<file path="config.mk">
export PLATFORM = sky130hd
export DESIGN_NAME = rx_dispatch
export DESIGN_NICKNAME = d
export VERILOG_FILES = /design/src/hw/eth_pkg.sv /design/src/hw/rx_dispatch.sv
export SDC_FILE = /design/constraint.sdc
export NUM_CORES = 1
export LEC_CHECK = 0
export BUFFER_PORTS_ARGS = -buffer_cell sky130_fd_sc_hd__buf_2
export CELL_PAD_IN_SITES_DETAIL_PLACEMENT = 0
export CELL_PAD_IN_SITES_GLOBAL_PLACEMENT = 1
export CORE_MARGIN = 1.5
export CORE_UTILIZATION = 33
export DETAILED_ROUTE_END_ITERATION = 8
export GPL_TIMING_DRIVEN = 0
export PLACE_DENSITY_LB_ADDON = 0.1
export SYNTH_ARGS = -nofsm -noshare
export SYNTH_HDL_FRONTEND = slang
export SYNTH_SLANG_ARGS = --single-unit
</file>
<file path="constraint.sdc">
create_clock -name clk -period 4 [get_ports clk]
set_clock_uncertainty 0.15 [all_clocks]
set_input_delay 0.2 -clock clk [delete_from_list [all_inputs] [get_ports clk]]
set_output_delay 0.2 -clock clk [all_outputs]
set_load 0.03 [all_outputs]
</file>
<file path="src/hw/eth_pkg.sv">
`default_nettype none

package eth_pkg;

  // mac address, byte 5 is the first byte on the wire.
  typedef logic [5:0][7:0] mac_addr_t;
  typedef logic [15:0]     ethertype_t;

  // header in wire order, dst lands in the top bits.
  typedef struct packed {
    mac_addr_t  dst;
    mac_addr_t  src;
    ethertype_t ethertype;
  } mac_hdr_t;

  localparam logic [7:0] PREAMBLE_BYTE = 8'h55;
  localparam logic [7:0] SFD_BYTE      = 8'hd5;

  localparam int HDR_LEN = 14; // dst + src + ethertype.
  localparam int FCS_LEN = 4;

  // reflected crc-32, register is not complemented at the end.
  localparam logic [31:0] CRC_POLY    = 32'hedb88320;
  localparam logic [31:0] CRC_INIT    = 32'hffffffff;
  localparam logic [31:0] CRC_RESIDUE = 32'hdebb20e3;

  localparam int MIN_PAYLOAD = 1;
  localparam int MAX_PAYLOAD = 1500;

  localparam int BUF_AW  = 11; // 2048 byte payload ram.
  localparam int DESC_AW = 2;  // 4 descriptors.

  typedef logic [10:0] len_t;

  localparam mac_addr_t BROADCAST_MAC = '1;

endpackage

`default_nettype wire

</file>
<file path="src/hw/rx_dispatch.sv">
`default_nettype none

module rx_dispatch (
  input  wire logic               clk,
  input  wire logic               fsm_rst,
  input  wire eth_pkg::mac_addr_t local_mac,
  input  wire logic               desc_val,
  input  wire eth_pkg::mac_hdr_t  desc_hdr,
  input  wire eth_pkg::len_t      desc_len,
  input  wire logic [7:0]         rd_dat,
  output logic                    desc_pop,
  output logic                    rd_en,
  output logic [7:0]              m_dat,
  output logic                    m_val,
  output logic                    m_sof,
  output logic                    m_eof,
  output eth_pkg::mac_addr_t      m_src,
  output eth_pkg::ethertype_t     m_ethertype
);

  typedef enum logic [1:0] {
    S_IDLE,
    S_READ,
    S_POP
  } state_t;

  state_t        state;
  logic          hit;
  logic          rd_vq;    // rd_dat is valid this cycle.
  logic          sof_pend;
  eth_pkg::len_t rd_left;
  eth_pkg::len_t out_left;

  assign hit = (desc_hdr.dst == local_mac) || (desc_hdr.dst == eth_pkg::BROADCAST_MAC);

  always_ff @(posedge clk) begin
    if (fsm_rst) begin
      state    <= S_IDLE;
      desc_pop <= 1'b0;
      rd_en    <= 1'b0;
      rd_vq    <= 1'b0;
      sof_pend <= 1'b0;
      rd_left  <= '0;
      out_left <= '0;
      m_val    <= 1'b0;
      m_sof    <= 1'b0;
      m_eof    <= 1'b0;
    end else begin
      desc_pop <= 1'b0;
      rd_vq    <= rd_en;
      m_val    <= rd_vq;
      m_sof    <= rd_vq && sof_pend;
      m_eof    <= rd_vq && (out_left == eth_pkg::len_t'(1));
      if (rd_vq) begin
        sof_pend <= 1'b0;
        out_left <= out_left - 1'b1;
      end
      case (state)
        S_IDLE: begin
          if (desc_val && hit) begin
            state    <= S_READ;
            rd_en    <= 1'b1;
            rd_left  <= desc_len - 1'b1;
            out_left <= desc_len;
            sof_pend <= 1'b1;
          end else if (desc_val) begin
            state    <= S_POP; // not ours, drop it.
            desc_pop <= 1'b1;
          end
        end
        S_READ: begin
          if (rd_left != '0) begin
            rd_en   <= 1'b1;
            rd_left <= rd_left - 1'b1;
          end else begin
            rd_en    <= 1'b0;
            desc_pop <= 1'b1; // last read issued.
            state    <= S_POP;
          end
        end
        S_POP: state <= S_IDLE; // queue head updates this cycle.
        default: state <= S_IDLE;
      endcase
    end
  end

  always_ff @(posedge clk) begin
    m_dat <= rd_dat;
    if (state == S_IDLE && desc_val && hit) begin
      m_src       <= desc_hdr.src;
      m_ethertype <= desc_hdr.ethertype;
    end
  end

endmodule

`default_nettype wire

</file>
Word level (Yosys, flattened, before mapping)
Index checks and enable logic that the tools add are counted.
{"block": "word_totals", "ff_bits": 103, "input_bits": 182}
{"block": "classes", "addsub": 3, "n_eq_ne": 8, "mux": 20, "n_reduce_logical": 12}
{"cell": "2-to-1 mux 11 bit", "count": 5}
{"cell": "equality test 48 bit", "count": 1}
{"cell": "equality test 48 bit (second input constant)", "count": 1}
{"cell": "subtractor 11 x 1 -> 11 bit (second input constant)", "count": 3}
{"cell": "one-hot mux 11 bit (2 select lines)", "count": 1}
{"cell": "equality test 11 x 1 -> 1 bit (second input constant)", "count": 1}
{"cell": "nonzero test 11 bit", "count": 1}
{"cell": "2-to-1 mux 1 bit", "count": 8}
{"cell": "2-to-1 mux 2 bit", "count": 3}
{"cell": "!= test 2 bit (second input constant)", "count": 3}
{"cell": "logical AND 1 bit", "count": 5}
{"cell": "one-hot mux 1 bit (2 select lines)", "count": 2}
{"cell": "one-hot mux 2 bit (2 select lines)", "count": 1}
{"cell": "AND reduction 2 bit", "count": 2}
{"cell": "!= test 3 bit (second input constant)", "count": 1}
{"cell": "AND reduction 3 bit", "count": 1}
{"cell": "equality test 2 x 1 -> 1 bit (second input constant)", "count": 1}
{"cell": "zero test 2 bit", "count": 1}
{"cell": "nonzero test 2 bit", "count": 1}
{"cell": "logical OR 1 bit", "count": 1}

Depth between registers and ports, before layout
{"block": "depth", "word_depth": 5, "ltp_mapped": 12, "depth_no_buf": 9}

Least setup slack after synthesis
Ideal clock, no wire load.
{"block": "synth_timing", "path_kind": "input-to-reg", "from": "input local_mac[43] (netlist name)", "to": "register m_ethertype[0] (enable)", "arrival_ps": 2670, "t_required_ps": 3432, "path_slack_ps": 762, "path_stages": 7, "path_cell_list": "xor2_1 nor4_1 nand4_1 o31a_1 or2_1 buf_6 inv_1"}
{"block": "synth_via", "elab_chain_cells": 3}
{"item": "start: declaration", "line_no": "rx_dispatch.sv:6", "text": "input wire eth_pkg::mac_addr_t local_mac,"}
{"item": "equality test 48 bit", "line_no": "rx_dispatch.sv:34", "text": "assign hit = (desc_hdr.dst == local_mac) || (desc_hdr.dst == eth_pkg::BROADCAST_MAC);"}
{"item": "logical OR 1 bit", "line_no": "rx_dispatch.sv:34"}
{"item": "logical AND 1 bit", "line_no": "rx_dispatch.sv:89", "text": "if (state == S_IDLE && desc_val && hit) begin"}
{"item": "end signal: assignment", "line_no": "rx_dispatch.sv:91", "text": "m_ethertype <= desc_hdr.ethertype;"}
{"item": "end: declaration", "line_no": "rx_dispatch.sv:18", "text": "output eth_pkg::ethertype_t m_ethertype"}
No other way between the ends.
A chain may end at the register's enable or synchronous reset.

Worst setup path after layout
{"block": "layout_timing", "from": "register state[1]", "to": "register rd_left[6]"}
{"block": "layout_via", "elab_chain_cells": 3, "word_cells_on_any_way": 7, "classes_between": "3 x eq/ne; 1 x mux; 3 x reduce/logical"}
{"item": "start: declaration", "line_no": "rx_dispatch.sv:27", "text": "state_t state;"}
{"item": "start signal: assignment", "line_no": "rx_dispatch.sv:38", "text": "state <= S_IDLE;"}
{"item": "start signal: assignment", "line_no": "rx_dispatch.sv:61", "text": "state <= S_READ;"}
{"item": "start signal: assignment", "line_no": "rx_dispatch.sv:67", "text": "state <= S_POP;"}
{"item": "equality test 2 x 1 -> 1 bit or zero test 2 bit (tied branches)", "line_no": "rx_dispatch.sv:58", "text": "case (state)"}
{"item": "!= test 2 bit (no line) or nonzero test 2 bit (tied branches)"}
{"item": "AND reduction 3 bit (no line)"}
{"item": "end signal: assignment", "line_no": "rx_dispatch.sv:63", "text": "rd_left <= desc_len - 1'b1;"}
{"item": "end signal: assignment", "line_no": "rx_dispatch.sv:74", "text": "rd_left <= rd_left - 1'b1;"}
{"item": "end: declaration", "line_no": "rx_dispatch.sv:31", "text": "eth_pkg::len_t rd_left;"}
Several ways; a longest one is shown, not always the timed one.

==> qor.csv <==
metric;value;unit
run status;finished clean;
Remaining Overflow, GRT;0;
most common cell after layout, fill and taps aside;buf_2;
Yosys cell types;50;
H-tree levels;3;
Max-cap violations;0;
# setup viols final;0;
Arr. time, crit path;3.44;ns
vias per inst;4.85;
Synth Area in Simple Gates;18.4;%
final wirelength;15700;um
Non-Filler Instances;932;
f_max;0.301;GHz
DR DRC count;0;
Avg Inst Size Synth;11.6;sq um
CP Capture Type;flop;
via count;4517;
FFs w/ async S/R, synth;0;%
Final Cycle Share;83.0;%
Net Count, Synth;587;
die area;0.0148;sq mm
CTS Hold Bufs;76;
Worst IR Drop VDD;196;uV
Resized Gates After CTS;0;
Leakage;3.06;nW
main combinational cell family by area after synthesis;simple AND/OR/NAND/NOR gates;
post-DP HPWL;11800;um
multiplexer share of the synthesized area;1.93;%
CTS Sinks;103;
Main synth FF type;edfxtp_1;
overall routing resource usage;21.1;%
Detail Route Antenna Nets;0;
worst hold slack;0.0276;ns
Starting Density;33.7;%
number of hold violations in the final report;0;
Synth Area in Compound Gates;8.11;%
clk slew on worst S/H paths;0.08;ns
clock buffer depth;2;
commonest cells after routing, fill and taps aside;buf_2 (259), dlygate4sd3_1 (76), edfxtp_1 (64);
Slew @ Worst Pin;0.765;ns
met1 global-route usage;26.6;%
crit start category;flop;
Setup WS pre-CTS;0.691;ns
Util after Layout;52.4;%
EDFF count, synth;64;
Antenna Diode Count;0;
largest net degree at the start of global routing;37;
DRT Pass-1 Iters;4;
Final #Nets;932;
Post-Synth XOR/XNOR Area;10.9;%
CTS tree;built;
slew margin rel.;48.9;%
max-slew violation count;0;
Cell Area, Synth;0.00466;sq mm
adder-cell share of the synthesized area;0.805;%
Area Growth Syn to Fin;55.5;%
Die H;122;um
Fillers;1278;
drt wl/cell;16.8;um
Cells after Synth;402;
gpl congestion;0.853;
Clock Root Buffer;clkbuf_16;
placed instance count;840;
postcts setup bufs;0;
synth warn;0;
Setup CP Type;flop to flop;
final total power;2.28;mW
met2 Resource Use GR;36.1;%
pwr/cell area;315;mW/mm^2
crit path time final;3.32;ns
cts bufs inserted;9;
vias in the first global route;4554;
initial antenna violation count;0;
CP required;4.12;ns
Yosys reg bits;103;
global-route wire length before repair;23700;um
Max FO, Critical Path;10;
share of layout cells above drive strength 1;38.0;%
core area;0.0138;sq mm
die width;122;um
Worst-Skew Late Latency;0.36;ns
RSZ-0062 raised after global routing;no;
GR Util met3;4.73;%
Std-Cell Rows;43;
I/O pin count;259;
drt initial violations;396;
register area share after synthesis;58.0;%
worst setup slack after layout;0.679;ns
most used routing layer;met2;
Hold WC Path Type;input pin to flop;
port buffer count;257;
-- cell usage after synthesis, types with 2 or more instances --
library cell / count / share of area (%)
a211oi_1: 12 / 1.9
a21bo_2: 3 / 0.64
a21o_1: 2 / 0.32
a21oi_1: 8 / 0.86
a31oi_1: 8 / 1.1
and2_1: 2 / 0.27
and4_1: 4 / 0.75
buf_2: 2 / 0.21
buf_4: 2 / 0.32
clkbuf_1: 7 / 0.56
dfxtp_1: 39 / 17
edfxtp_1: 64 / 41
ha_1: 3 / 0.81
inv_1: 6 / 0.48
mux2i_1: 9 / 1.9
nand2_1: 23 / 1.9
nand2b_1: 5 / 0.67
nand3_1: 6 / 0.64
nand4_1: 17 / 2.3
nor2_1: 35 / 2.8
nor2b_1: 5 / 0.67
nor3_1: 12 / 1.3
nor3b_1: 2 / 0.32
nor4_1: 29 / 3.9
nor4b_1: 2 / 0.38
o2111ai_1: 4 / 0.75
o21ai_0: 3 / 0.32
o311ai_1: 2 / 0.38
o32a_1: 2 / 0.43
or3_1: 6 / 0.81
or3b_2: 2 / 0.38
or4_1: 2 / 0.32
xnor2_1: 6 / 1.1
xor2_1: 52 / 9.8
-- through the flow --
| stage | setup TNS, ns | cell area (sq um) |
|---|---|---|
| final | 0 | 7250 |
| after global routing | 0 | 7250 |
| after detailed placement | 0 | 6190 |
| after global placement | -4.57 | 6170 |
| after floorplan | 0 | 4660 |
| after CTS | 0 | 7250 |
-- path summary, 6_finish.rpt --
check	slack, ns	startpoint	to	cells past startpoint
max	0.68	state[1]	rd_left[6]	11
min	0.03	desc_len[8]	out_left[8]	3
max reg2reg	0.68	state[1]	rd_left[6]	11
min reg2reg	0.31	sof_pend	m_sof	1
-- critical path: stages, from the launching register on --
cell and delay (ns):
dfxtp_1 0.31, clkbuf_1 0.28, nand2b_1 0.15, buf_4 0.18
clkbuf_1 0.47, mux2i_1 0.30, ha_1 0.25, inv_1 0.11
or3_1 0.43, a2111oi_0 0.40, mux2i_1 0.13, o311ai_1 0.08
-- metal layers --
| metal | up-vias | part of all wire, % |
|---|---|---|
| met5 | - | 0 |
| met4 | 0 | 1.3 |
| met3 | 16 | 6.5 |
| met2 | 173 | 49 |
| met1 | 2108 | 43 |
| li1 | 2220 | - |
-- flip-flops by register name, summed over array words and instances (netlist names) --
signal,count
rd_vq,1
out_left,11
m_eof,1
desc_pop,1
m_src,48
sof_pend,1
m_ethertype,16
m_val,1
m_dat,8
rd_en,1
state,2
m_sof,1
rd_left,11
-- where the power goes --
part	switching, mW	internal (mW)
Clock	0.429	0.441
Combinational	0.131	0.149
Sequential	0.00133	1.13
Total	0.561	1.72
-- logic make-up (layout without fill, tap and decap cells) --
logic type,count (synthesis),count (layout)
muxes,9,9
and+or+nand+nor,158,158
AOI/OAI and AO/OA,52,52
buffers and inverters,19,369
xor gates and xnor gates,58,58
adders and majority gates,3,3
DFF,103,103
-- cell type report --
| class | count | area, sq um | area share, % |
|---|---|---|---|
| buffer | 13 | 66.3 | 0.915 |
| clock buffer | 9 | 225 | 3.11 |
| clock inverter | 7 | 71.3 | 0.984 |
| inverter | 6 | 22.5 | 0.311 |
| multi-input combinational | 280 | 1870 | 25.8 |
| sequential | 103 | 2700 | 37.3 |
| tap | 180 | 225 | 3.11 |
| timing repair buffer | 334 | 2070 | 28.5 |
Power figures use the tool's default switching activity.
