--- config.mk ---
export PLATFORM = sky130hd
export DESIGN_NAME = mac_rx
export DESIGN_NICKNAME = d
export VERILOG_FILES = /design/src/hw/eth_pkg.sv /design/src/hw/crc32_check.sv /design/src/hw/mac_rx.sv
export SDC_FILE = /design/constraint.sdc
export NUM_CORES = 1
export LEC_CHECK = 0
export BUFFER_PORTS_ARGS = -buffer_cell sky130_fd_sc_hd__buf_2
export CAP_MARGIN = 25
export CORE_ASPECT_RATIO = 0.75
export CORE_MARGIN = 10
export CORE_UTILIZATION = 54
export DETAILED_ROUTE_END_ITERATION = 10
export HOLD_SLACK_MARGIN = 0.06
export PLACE_DENSITY = 0.77
export SETUP_SLACK_MARGIN = 0.2
export SLEW_MARGIN = 0
export SYNTH_ARGS = -nofsm -noshare
export SYNTH_HDL_FRONTEND = slang
export SYNTH_SLANG_ARGS = --single-unit
export TNS_END_PERCENT = 20
--- constraint.sdc ---
create_clock -name clk -period 11.3 [get_ports clk]
set_input_delay 2.26 -clock clk [delete_from_list [all_inputs] [get_ports clk]]
set_output_delay 2.26 -clock clk [all_outputs]
set_load 0.02 [all_outputs]
--- src/hw/eth_pkg.sv ---
`default_nettype none

package eth_pkg;

  // mac address, byte 5 is the first byte on the wire.
  typedef logic [5:0][7:0] mac_addr_t;
  typedef logic [15:0]     ethertype_t;

  // header in wire order, dst lands in the top bits.
  typedef struct packed {
    mac_addr_t  dst;
    mac_addr_t  src;
    ethertype_t ethertype;
  } mac_hdr_t;

  localparam logic [7:0] PREAMBLE_BYTE = 8'h55;
  localparam logic [7:0] SFD_BYTE      = 8'hd5;

  localparam int HDR_LEN = 14; // dst + src + ethertype.
  localparam int FCS_LEN = 4;

  // reflected crc-32, register is not complemented at the end.
  localparam logic [31:0] CRC_POLY    = 32'hedb88320;
  localparam logic [31:0] CRC_INIT    = 32'hffffffff;
  localparam logic [31:0] CRC_RESIDUE = 32'hdebb20e3;

  localparam int MIN_PAYLOAD = 1;
  localparam int MAX_PAYLOAD = 1500;

  localparam int BUF_AW  = 11; // 2048 byte payload ram.
  localparam int DESC_AW = 2;  // 4 descriptors.

  typedef logic [10:0] len_t;

  localparam mac_addr_t BROADCAST_MAC = '1;

endpackage

`default_nettype wire

--- src/hw/crc32_check.sv ---
`default_nettype none

module crc32_check (
  input  wire logic       clk,
  input  wire logic       fsm_rst,
  input  wire logic [7:0] dat,
  input  wire logic       val,
  input  wire logic       clr,
  output logic            ok
);

  logic [31:0] crc;

  // one byte through the reflected lfsr, lsb first.
  function automatic logic [31:0] crc_byte(input logic [31:0] c, input logic [7:0] d);
    logic [31:0] r;
    r = c ^ {24'd0, d};
    for (int i = 0; i < 8; i++) begin
      if (r[0]) begin
        r = (r >> 1) ^ eth_pkg::CRC_POLY;
      end else begin
        r = r >> 1;
      end
    end
    return r;
  endfunction

  always_ff @(posedge clk) begin
    if (fsm_rst) begin
      crc <= eth_pkg::CRC_INIT;
    end else if (clr) begin
      crc <= eth_pkg::CRC_INIT; // clear wins over a byte.
    end else if (val) begin
      crc <= crc_byte(crc, dat);
    end
  end

  // data plus a correct fcs always leaves the same residue.
  assign ok = (crc == eth_pkg::CRC_RESIDUE);

endmodule

`default_nettype wire

--- src/hw/mac_rx.sv ---
`default_nettype none

module mac_rx (
  input  wire logic       clk,
  input  wire logic       fsm_rst,
  input  wire logic [7:0] phy_dat,
  input  wire logic       phy_val,
  output logic [7:0]      rx_dat,
  output logic            rx_val,
  output eth_pkg::mac_hdr_t rx_hdr,
  output logic            rx_end,
  output logic            rx_good
);

  typedef enum logic [2:0] {
    S_IDLE,
    S_PRE,
    S_HDR,
    S_BODY,
    S_DRAIN
  } state_t;

  state_t state;

  logic            phy_val_q;
  logic [3:0]      hdr_cnt;
  logic [11:0]     body_cnt; // saturates, oversize frames stay oversize.
  logic [3:0][7:0] dly;      // fcs hold-back.
  logic            crc_ok;
  logic            crc_clr;
  logic            crc_val;

  assign crc_clr = (state == S_IDLE) || (state == S_PRE);
  assign crc_val = phy_val && ((state == S_HDR) || (state == S_BODY));

  crc32_check u_crc (
    .clk     (clk),
    .fsm_rst (fsm_rst),
    .dat     (phy_dat),
    .val     (crc_val),
    .clr     (crc_clr),
    .ok      (crc_ok)
  );

  always_ff @(posedge clk) begin
    if (fsm_rst) begin
      state     <= S_IDLE;
      phy_val_q <= 1'b0;
      hdr_cnt   <= '0;
      body_cnt  <= '0;
      rx_val    <= 1'b0;
      rx_end    <= 1'b0;
      rx_good   <= 1'b0;
    end else begin
      phy_val_q <= phy_val;
      rx_val    <= 1'b0;
      rx_end    <= 1'b0;
      case (state)
        S_IDLE, S_PRE: begin
          if (!phy_val) begin
            state <= S_IDLE;
          end else if (state == S_PRE || !phy_val_q) begin
            // idle only looks at the first byte of a window.
            if (phy_dat == eth_pkg::SFD_BYTE) begin
              state    <= S_HDR;
              hdr_cnt  <= '0;
              body_cnt <= '0;
            end else if (phy_dat == eth_pkg::PREAMBLE_BYTE) begin
              state <= S_PRE;
            end else begin
              state <= S_IDLE; // junk, sit out the rest of the window.
            end
          end
        end
        S_HDR: begin
          if (!phy_val) begin
            state <= S_DRAIN; // short header, verdict will be bad.
          end else begin
            hdr_cnt <= hdr_cnt + 4'd1;
            if (hdr_cnt == 4'(eth_pkg::HDR_LEN - 1)) state <= S_BODY;
          end
        end
        S_BODY: begin
          if (!phy_val) begin
            state <= S_DRAIN;
          end else begin
            if (body_cnt != '1) body_cnt <= body_cnt + 12'd1;
            rx_val <= (body_cnt >= 12'(eth_pkg::FCS_LEN)); // oldest byte is payload.
          end
        end
        S_DRAIN: begin
          state   <= S_IDLE;
          rx_end  <= 1'b1;
          rx_good <= crc_ok &&
                     (hdr_cnt == 4'(eth_pkg::HDR_LEN)) &&
                     (body_cnt >= 12'(eth_pkg::FCS_LEN + eth_pkg::MIN_PAYLOAD)) &&
                     (body_cnt <= 12'(eth_pkg::FCS_LEN + eth_pkg::MAX_PAYLOAD));
        end
        default: state <= S_IDLE;
      endcase
    end
  end

  // header shift register, first byte ends up in dst byte 5.
  always_ff @(posedge clk) begin
    if (state == S_HDR && phy_val) begin
      rx_hdr <= eth_pkg::mac_hdr_t'({rx_hdr[8*eth_pkg::HDR_LEN-9:0], phy_dat});
    end
  end

  // body bytes sit four deep, the fcs never leaves the line.
  always_ff @(posedge clk) begin
    if (state == S_BODY && phy_val) begin
      dly    <= {dly[2:0], phy_dat};
      rx_dat <= dly[3];
    end
  end

endmodule

`default_nettype wire

Word level (Yosys, flattened, before mapping):

Cells that the tools add are included.
W data, S select, Z words.

* register bits after elaboration: 207
* latch bits: 0
* memory bits (writable): 0
* memory bits (read-only): 0
* output and inout bits: 123
* logic and storage cells: 129
* memories kept: 0

* add/sub/neg operators: 2
* $mul: 0
* divide/modulo/power cells: 0
* order comparisons: 3
* equal/unequal tests: 19
* shift operators: 0
* muxes and demuxes: 49
* bitwise gates (word level): 11
* reduce and logical (&&, ||, !) cells: 19

Operators with widths (count)
* $mux W32: 29
* $not A13 Y14: 8
* $mux W12: 5
* $eq A32 B32 Y1 const B: 1
* $xor A32 B8 Y32: 1
* $ge A12 B3 Y1 const B: 2
* $pmux W12 S2: 1
* $mux W4: 4
* $mux W3: 5
* $add A12 B1 Y12 const B: 1
* $le A12 B11 Y1 const B: 1
* $ne A12 B12 Y1 const B: 1
* $ne A2 B2 Y1 const B: 6
* $pmux W3 S3: 1
* $eq A4 B4 Y1 const B: 2
* $eq A8 B7 Y1 const B: 1
* $eq A8 B8 Y1 const B: 1
* $pmux W4 S2: 1
* $eq A3 B2 Y1 const B: 2
* $logic_and A1 B1 Y1: 6
* $reduce_and A6 Y1: 1
* $reduce_and A5 Y1: 1
* $add A4 B1 Y4 const B: 1
* $reduce_bool A2 Y1: 2
* other kinds (14): 19

Depth between registers and ports, before layout:

Gate-level depths: netlist of the first run.

* depth in word-level cells: 38
* mapped depth: 7

Hierarchy:

A second synthesis of the first run with hierarchy kept.

* cell total of the unflattened synthesis: 510
* area total of the unflattened synthesis: 7897.6 µm²

Modules (own cells, without submodules)
* mac_rx: times used 1, cells each 304, area each 5880.6 µm²
* crc32_check: times used 1, cells each 206, area each 2016.9 µm²

Least setup slack after synthesis of the first run:

No wires, ideal clock.

* path type: in2reg
* start: in phy_val
* end: reg hdr_cnt[3]
* setup time: 0.070 ns
* arrival time: 8.512 ns
* path slack: 2.718 ns
* stages: 5
* path buffers: 0
* cell sequence: nand3b_1 nor2_1 a21oi_1 or3_1 a21oi_1

* cells in the longest elaborated chain, start to end: 2

Ends and longest elaborated chain
* start, declared: line mac_rx.sv:7 `input wire logic phy_val,`
* $ne A2 B2 Y1 (no line)
* $reduce_and A5 Y1 (no line) (*)
* end signal, assigned: line mac_rx.sv:79 `hdr_cnt <= hdr_cnt + 4'd1;`
* end, declared: line mac_rx.sv:26 `logic [3:0] hdr_cnt;`

Every way passes the cells marked *; elsewhere a longest branch is shown, timed or not.
A chain may end at the register's enable or synchronous reset.

Final worst setup path of the first run:

* start: in phy_val
* end: reg rx_hdr[0] (netlist bit) (enable)

* cells in the longest elaborated chain, start to end: 1

Ends and longest elaborated chain
* $logic_and A1 B1 Y1: line mac_rx.sv:106 `if (state == S_HDR && phy_val) begin`
* end signal, assigned: line mac_rx.sv:107 `rx_hdr <= eth_pkg::mac_hdr_t'({rx_hdr[8*eth_pkg::HDR_LEN-9:0], phy_dat});`
* end, declared: line mac_rx.sv:10 `output eth_pkg::mac_hdr_t rx_hdr,`

Every way passes these cells.

==> qor.txt, run 1 <==
Hold_buf cts - 0
Reg2reg start - state[1]$_SDFFE_PP0P_
Vias - 4,536
Worst Path Max Fanout - 81
Hold Path Sink - rx_dat[4]$_DFFE_PP_
DR iter-0 viols - 369
Crit path capture type - register
Core area - 13,840 µm²
Mapped Nets - 510
PortBufs - 133
Met3 Track Usage GR - 3.851%
CP peak stage delay - 0.87 ns
Wire length per cell - 18.93 µm
Netlist cell types - 43
Die height - 123.6 µm
CTS clk-pin slew, worst paths - 0.06 ns
Mean post-synth cell area - 15.66 µm²
IO Count - 134
Seq pwr share - 50.7%
RSZ-0062 raised after global routing - no
Part of the Yosys area used for sequential elements - 73.38%
Setup ws final - 6.898 ns
Leak - 3.520 nW
Vias in the first global route - 4,215
Gr busiest metal - met2
Post-synth EDFFs - 152
CTS resizes - 0
Layout cell share with drive strength beyond 1 - 28.99%
Net Sw Power - 308.0 µW
Post-synth ARST share - 0%
Gate Count Post-Synth - 493
Hold_sp - dly[28]$_DFFE_PP_
Ys flop type - edfxtp_1
Yosys top cell area share - 59.12%
RePlAce Congestion - 0.8643
R2R Setup Slk - 8.35 ns
Status - finished clean
Setup Skew - 0.01088 ns
Remaining DRCs - 0
DP HPWL - 10,750 µm
DRT Wirelength - 15,660 µm
Buffers plus inverters on the worst setup path - 3
Yosys reg bits - 207
Met1 track demand over resource - 20.40%
Max H-tree Level - 1
R2r endpoint - rx_hdr[0]$_DFFE_PP_
Critical path class - in2reg
Row count - 37
Via/cell ratio - 5.485
Die area - 19,530 µm²
First-pass GRT wire length - 23,740 µm
CP Launch Type - input pin
Synth Warn # - 0
Drt first pass iters - 4
CTS tree - built
Top cell by count, worst path - buf_4
Net Sw Frac - 19.36%
ANT nets after route - 0
Pin count of the biggest net entering global routing - 82
Synth area leader - edfxtp_1
CP arrival - 4.51 ns
All-layer global routing usage - 15.25%
Postcts setup bufs - 0
Int Pwr - 1.283 mW
FMAX - 227.2 MHz
Clk_lat worst skew - 0.49 ns
Clock Path Buffers - 3
Tcrit/Tclk final - 38.95%
Clock power frac - 45.5%
Power density over the cells - 170.7 nW/µm²
Cell Chain, Critical Path - buf_2, nand3b_1, buf_4, nor2_4, buf_4
Remaining global-route overflow - 0
Max Slew Vio Count - 0
Clock Tree Root - clkbuf_16
Worst Hold Class - reg2reg
Worst EP required - 11.41 ns
Max cap viols - 0
Synth area leaders - edfxtp_1 (59%), dfxtp_1 (14%), xnor2_1 (4.2%)
Top delay family on crit path - buffers and inverters
Area Overhead vs Synth - 20.69%
Slowest CP cell - buf_4
Mapped Area - 7721 µm²
Final Hold Viols - 0
Commonest cells post-synth - edfxtp_1 (152), dfxtp_1 (55), nand2_1 (39), xnor2_1 (37), o211ai_1 (31)
Met2 usage - 24.61%
Worst hold stages - 0
Design area - 9319 µm²
Initial antenna violation count - 0
# setup viols final - 0
Die width - 158.1 µm
N_diodes - 0
Least-Margin Pin Slew - 0.9487 ns
Most instantiated library cell after synthesis - edfxtp_1
Place WS - 6.387 ns
R2r worst-path depth - 4
Num CTS Buffers - 20
Design Power - 1.591 mW
Fin crit period - 4.402 ns
Setup TNS - 0 ns
Sinks on Clock Net - 207
Relative slew margins - 36.75%
Comb power frac - 3.8%
Area after DPL - 8592 µm²
Initial Util - 55.78%
Nets - 655
Worst vdd ir - 0.1103 mV
Fillers - 903
flip-flops by register name, summed over array words and instances, names as in the netlist:
register   cells
state          3
u_crc.crc     32
rx_end         1
rx_dat         8
body_cnt      12
phy_val_q      1
dly           32
rx_good        1
hdr_cnt        4
rx_val         1
rx_hdr       112
per-layer routing:
metal / wire, µm / vias up
li1: - / 2135
met1: 6652 / 2195
met2: 7393 / 182
met3: 1380 / 24
met4: 233 / 0
met5: 0 / -
cell usage in the layout, fill, tap and decap left out, types with 2 or more instances in the layout:
| master | Yosys | layout |
|---|---|---|
| edfxtp_1 | 152 | 152 |
| nor2_1 | 13 | 12 |
| xnor2_1 | 37 | 37 |
| xnor3_1 | 2 | 2 |
| clkbuf_16 | 0 | 20 |
| o21ai_1 | 5 | 5 |
| nor3_1 | 3 | 3 |
| a21oi_1 | 20 | 20 |
| nand4_1 | 6 | 6 |
| clkinv_1 | 0 | 2 |
| or3_1 | 9 | 9 |
| xor2_1 | 21 | 21 |
| buf_4 | 0 | 5 |
| nor3b_1 | 2 | 2 |
| nor2b_1 | 3 | 3 |
| o211ai_1 | 31 | 31 |
| dfxtp_1 | 55 | 55 |
| nor4_1 | 4 | 4 |
| bufinv_16 | 0 | 5 |
| buf_2 | 2 | 133 |
| inv_1 | 8 | 8 |
| o31ai_1 | 4 | 4 |
| nand2b_1 | 2 | 2 |
| nand3_1 | 11 | 11 |
| or4_1 | 5 | 5 |
| clkinv_2 | 0 | 4 |
| xnor2_2 | 10 | 10 |
| and4_1 | 2 | 2 |
| xnor2_4 | 4 | 4 |
| o21ai_0 | 6 | 6 |
| nand4b_1 | 5 | 5 |
| ha_1 | 6 | 6 |
| nand2_1 | 39 | 39 |
logic make-up after synthesis:
family / after synthesis / share of synthesized area [%]
AO/OA/AOI/OAI: 70 / 5.882
flip-flops: 207 / 73.38
adder cells (fa/ha/maj): 6 / 0.9723
AND/OR/NAND/NOR: 113 / 7.924
buffers and inverters: 23 / 1.151
XOR/XNOR: 74 / 10.70
worst max path at each step:
stage	from	end	slack (ns)	cells past startpoint
final	phy_val	rx_hdr[0]$_DFFE_PP_	6.90	5
after global routing	phy_val	rx_hdr[22]$_DFFE_PP_	6.71	5
after CTS	phy_val	rx_hdr[22]$_DFFE_PP_	6.93	5
after detailed placement	phy_val	rx_hdr[16]$_DFFE_PP_	6.39	5
after global placement	phy_val	rx_hdr[14]$_DFFE_PP_	6.49	5
after floorplan	phy_val	hdr_cnt[3]$_SDFFE_PP0P_	2.72	5
cell type report:
cell class	instances	area [µm²]	area share, %
clock buffers	22	518.0	5.559
clock inverters	14	209.0	2.242
inverters	8	30.03	0.3222
multi-input cells	263	1974	21.19
flip-flops and latches	207	5665	60.79
well taps	175	219.0	2.350
repair buffers	138	703.2	7.546
power groups by stage:
stage | Combinational (mW) | Clock (mW) | Sequential, mW
after floorplan | 0.0477 | 0 | 0.823
after global placement | 0.0593 | 0 | 0.823
after detailed placement | 0.0603 | 0 | 0.823
after CTS | 0.0610 | 0.736 | 0.806
after global routing | 0.0662 | 0.766 | 0.805
final | 0.0608 | 0.724 | 0.806
stage by stage:
step                utilization [%]  cells  hold slack [ns]
CTS                           67.32    827           0.4092
floorplan                         -    493           0.4003
finish                        67.32    827           0.4201
global placement              62.07    791           0.4007
detailed placement            62.07    791           0.4045
global route                  67.32    827           0.4102
No activity file was read; power rests on OpenSTA's default activity.
==> run 2, diff against run 1 <==
ABC_AREA = 1   (was not set)
clock period = 4.5 ns   (was 11.3 ns; I/O delays follow)
==> run 2 against run 1 <==
Effect of this change:
- die area increased by 7.4%
- critical path type unchanged
- non-clock buffer count decreased by 1
- utilization decreased by 1.9 points
- largest power group unchanged
- largest cell class unchanged
==> qor.txt, run 2 <==
Max H-tree Level - 1 (unchanged)
Synth Area in Compound Gates - 6.055% (+0.17 points)
DR iter-0 viols - 610 (+65%)
Post-synth EDFFs - 152 (unchanged)
Row count - 39 (+5.4%)
N_diodes - 0 (unchanged)
Main combinational cell family by area after synthesis - simple AND/OR/NAND/NOR gates
CTS tree - built
Pin count of the biggest net entering global routing - 62 (-24%)
First-pass GRT wire length - 29,860 µm (+26%)
Leak - 3.883 nW (+10%)
PortBufs - 133 (unchanged)
Mux cell area share after synthesis - 0% (unchanged)
Worst Hold Class - reg2reg
Tcrit/Tclk final - 52.57%
Slowest CP cell - buf_4
Cell Chain, Critical Path - buf_2, inv_1, nor2_8, inv_2, nor2_4, buf_4
Nets - 931 (+42%)
Mean post-synth cell area - 10.87 µm² (-31%)
Drt first pass iters - 7 (+3)
CTS clk-pin slew, worst paths - 0.06 ns (about the same)
Mapped Area - 8389 µm² (+8.7%)
Remaining global-route overflow - 0 (unchanged)
Postcts setup bufs - 0 (unchanged)
Synth Area in Simple Gates - 18.48% (+11 points)
RSZ-0062 raised after global routing - no
Adder-Cell Fraction of Synth Area - 0.8949% (-0.077 points)
Gate Count Post-Synth - 772 (+57%)
Layout cell share with drive strength beyond 1 - 21.23% (-7.8 points)
Xor/xnor share of the synthesized area - 3.341% (-7.4 points)
CP peak stage delay - 0.62 ns (-0.25 ns)
Die width - 163.9 µm (+3.7%)
Sinks on Clock Net - 207 (unchanged)
Worst Path Max Fanout - 61 (-25%)
Hold_buf cts - 0 (unchanged)
Num CTS Buffers - 20 (unchanged)
Netlist cell types - 34 (-21%)
CP Launch Type - input pin
Part of the Yosys area used for sequential elements - 67.53% (-5.8 points)
Crit path capture type - register
Most instantiated library cell after synthesis - nand2_1
Final Hold Viols - 0 (unchanged)
Fin crit period - 2.366 ns
IO Count - 134 (unchanged)
# setup viols final - 0 (unchanged)
Ys flop type - edfxtp_1
ANT nets after route - 0 (unchanged)
Commonest cells post-synth - nand2_1 (211), edfxtp_1 (152), a21oi_1 (60), dfxtp_1 (55), inv_1 (54)
Initial Util - 55.10% (-0.68 points)
Status - finished clean
Area Overhead vs Synth - 18.66%
DRT Wirelength - 19,180 µm (+22%)
Initial antenna violation count - 0 (unchanged)
Die height - 127.9 µm (+3.6%)
RePlAce Congestion - 0.9440 (+9.2%)
Final std cells w/o fill - 1,133 (+37%)
Yosys reg bits - 207 (unchanged)
Remaining DRCs - 0 (unchanged)
Max Slew Vio Count - 0 (unchanged)
Setup Skew - 0.01049 ns (-0.0003858 ns)
Core area - 15,220 µm² (+10%)
Setup TNS - 0 ns (unchanged)
Clk_lat worst skew - 0.49 ns (about the same)
Max reg flops - 112 (unchanged)
DP Cell Count - 1,097 (+39%)
Commonest cells after routing, fill and taps aside - nand2_1 (211), edfxtp_1 (152), buf_2 (133)
Synth area leaders - edfxtp_1 (54%), dfxtp_1 (13%), nand2_1 (9.4%)
Mapped Nets - 789 (+55%)
Via/cell ratio - 5.407 (-1.4%)
DP HPWL - 13,560 µm (+26%)
Yosys top cell area share - 54.41% (-4.7 points)
Die area - 20,970 µm² (+7.4%)
FMAX - 422.7 MHz
Vias - 6,126 (+35%)
Top Registers - rx_hdr (112), dly (32), u_crc.crc (32)
CP arrival - 2.48 ns (-2.03 ns)
Worst vdd ir - 0.2729 mV (+150%)
Synth area leader - edfxtp_1
Power density over the cells - 382.9 nW/µm² (+120%)
Wire length per cell - 16.93 µm (-11%)
Most flops, register - rx_hdr
Clock Path Buffers - 3 (unchanged)
Max cap viols - 0 (unchanged)
Most common cell after layout, fill and taps aside - nand2_1
All-layer global routing usage - 17.54% (+2.3 points)
Critical path class - in2reg
Synth Warn # - 0 (unchanged)
Post-synth ARST share - 0% (unchanged)
Top delay family on crit path - buffers and inverters
Vias in the first global route - 5,542 (+31%)
Clock Tree Root - clkbuf_16
Least-Margin Pin Slew - 0.9878 ns (+0.03911 ns)
CTS resizes - 0 (unchanged)
Worst EP required - 4.62 ns (-6.79 ns)
Relative slew margins - 34.07% (-2.7 points)
Fillers - 1,204 (+33%)
Buffers plus inverters on the worst setup path - 4 (+1)
-- run 2: changes by cell type in the layout (fill, tap and decap cells not counted), sizes merged, moves of 9 or more --
cell    delta
xnor2     -45
nand2    +180
inv       +50
o21ai     +14
nor2      +41
nor3      +12
a21oi     +43
o211ai    -31
or3        -9
nand3     +39
-- run 2: layer usage --
layer | part of all wire, % | wire length, µm | vias to the layer above | track usage (%)
met5 | 0 | 0 | - | 0
met4 | 1.8 | 348 | 0 | 4.038
met3 | 12 | 2222 | 30 | 4.172
met2 | 42 | 8074 | 315 | 25.88
met1 | 44 | 8531 | 2874 | 25.70
li1 | - | - | 2907 | -
-- run 2: logic make-up (layout without fill, tap and decap cells) --
logic type                 count (synthesis)  count (layout)
DFF                                      207             207
AOI/OAI and AO/OA                         93              93
buffers and inverters                     77             233
and+or+nand+nor                          357             357
xor gates and xnor gates                  32              32
adders and majority gates                  6               6
-- run 2: power breakdown --
part,internal [mW],switching (mW)
combinational,0.0347,0.0852
sequential,2.02,0.000562
clock,1.00,0.667
total,3.06,0.752
-- run 2: metrics by stage --
stage	instance area (µm²)	utilization, %	worst slack (ns)	hold slack (ns)	power (mW)
floorplan	8389	-	0.8706	0.4003	2.150
global placement	9256	60.80	1.701	0.4006	2.179
detailed placement	9284	60.98	1.645	0.4045	2.181
CTS	9955	65.38	2.159	0.4126	3.846
global route	9955	65.38	2.021	0.4235	3.937
finish	9955	65.38	2.134	0.4093	3.811
-- run 2: final cells by class --
type | count | area (µm²) | area share (%)
Tap cell | 205 | 256.5 | 2.577
Multi-Input combinational cell | 488 | 2421 | 24.32
Inverter | 60 | 225.2 | 2.262
Timing Repair Buffer | 137 | 715.7 | 7.190
Clock inverter | 9 | 103.9 | 1.043
Clock buffer | 27 | 566.8 | 5.694
Sequential cell | 207 | 5665 | 56.91
-- run 2: worst paths after layout --
kind,startpoint,end,slack [ns],depth (start not counted)
hold reg to reg,dly[31]$_DFFE_PP_,rx_dat[7]$_DFFE_PP_,0.41,0
setup / recovery,phy_val,rx_hdr[99]$_DFFE_PP_,2.13,6
setup reg to reg,state[1]$_SDFFE_PP0P_,rx_hdr[99]$_DFFE_PP_,2.20,5
hold / removal,dly[31]$_DFFE_PP_,rx_dat[7]$_DFFE_PP_,0.41,0
-- run 2: worst reg2reg max path: cells and delay by family (launching register included) --
family,cells,cell delay (ns)
buffers and inverters,2,0.73
and+or+nand+nor,3,0.62
DFF,1,0.54
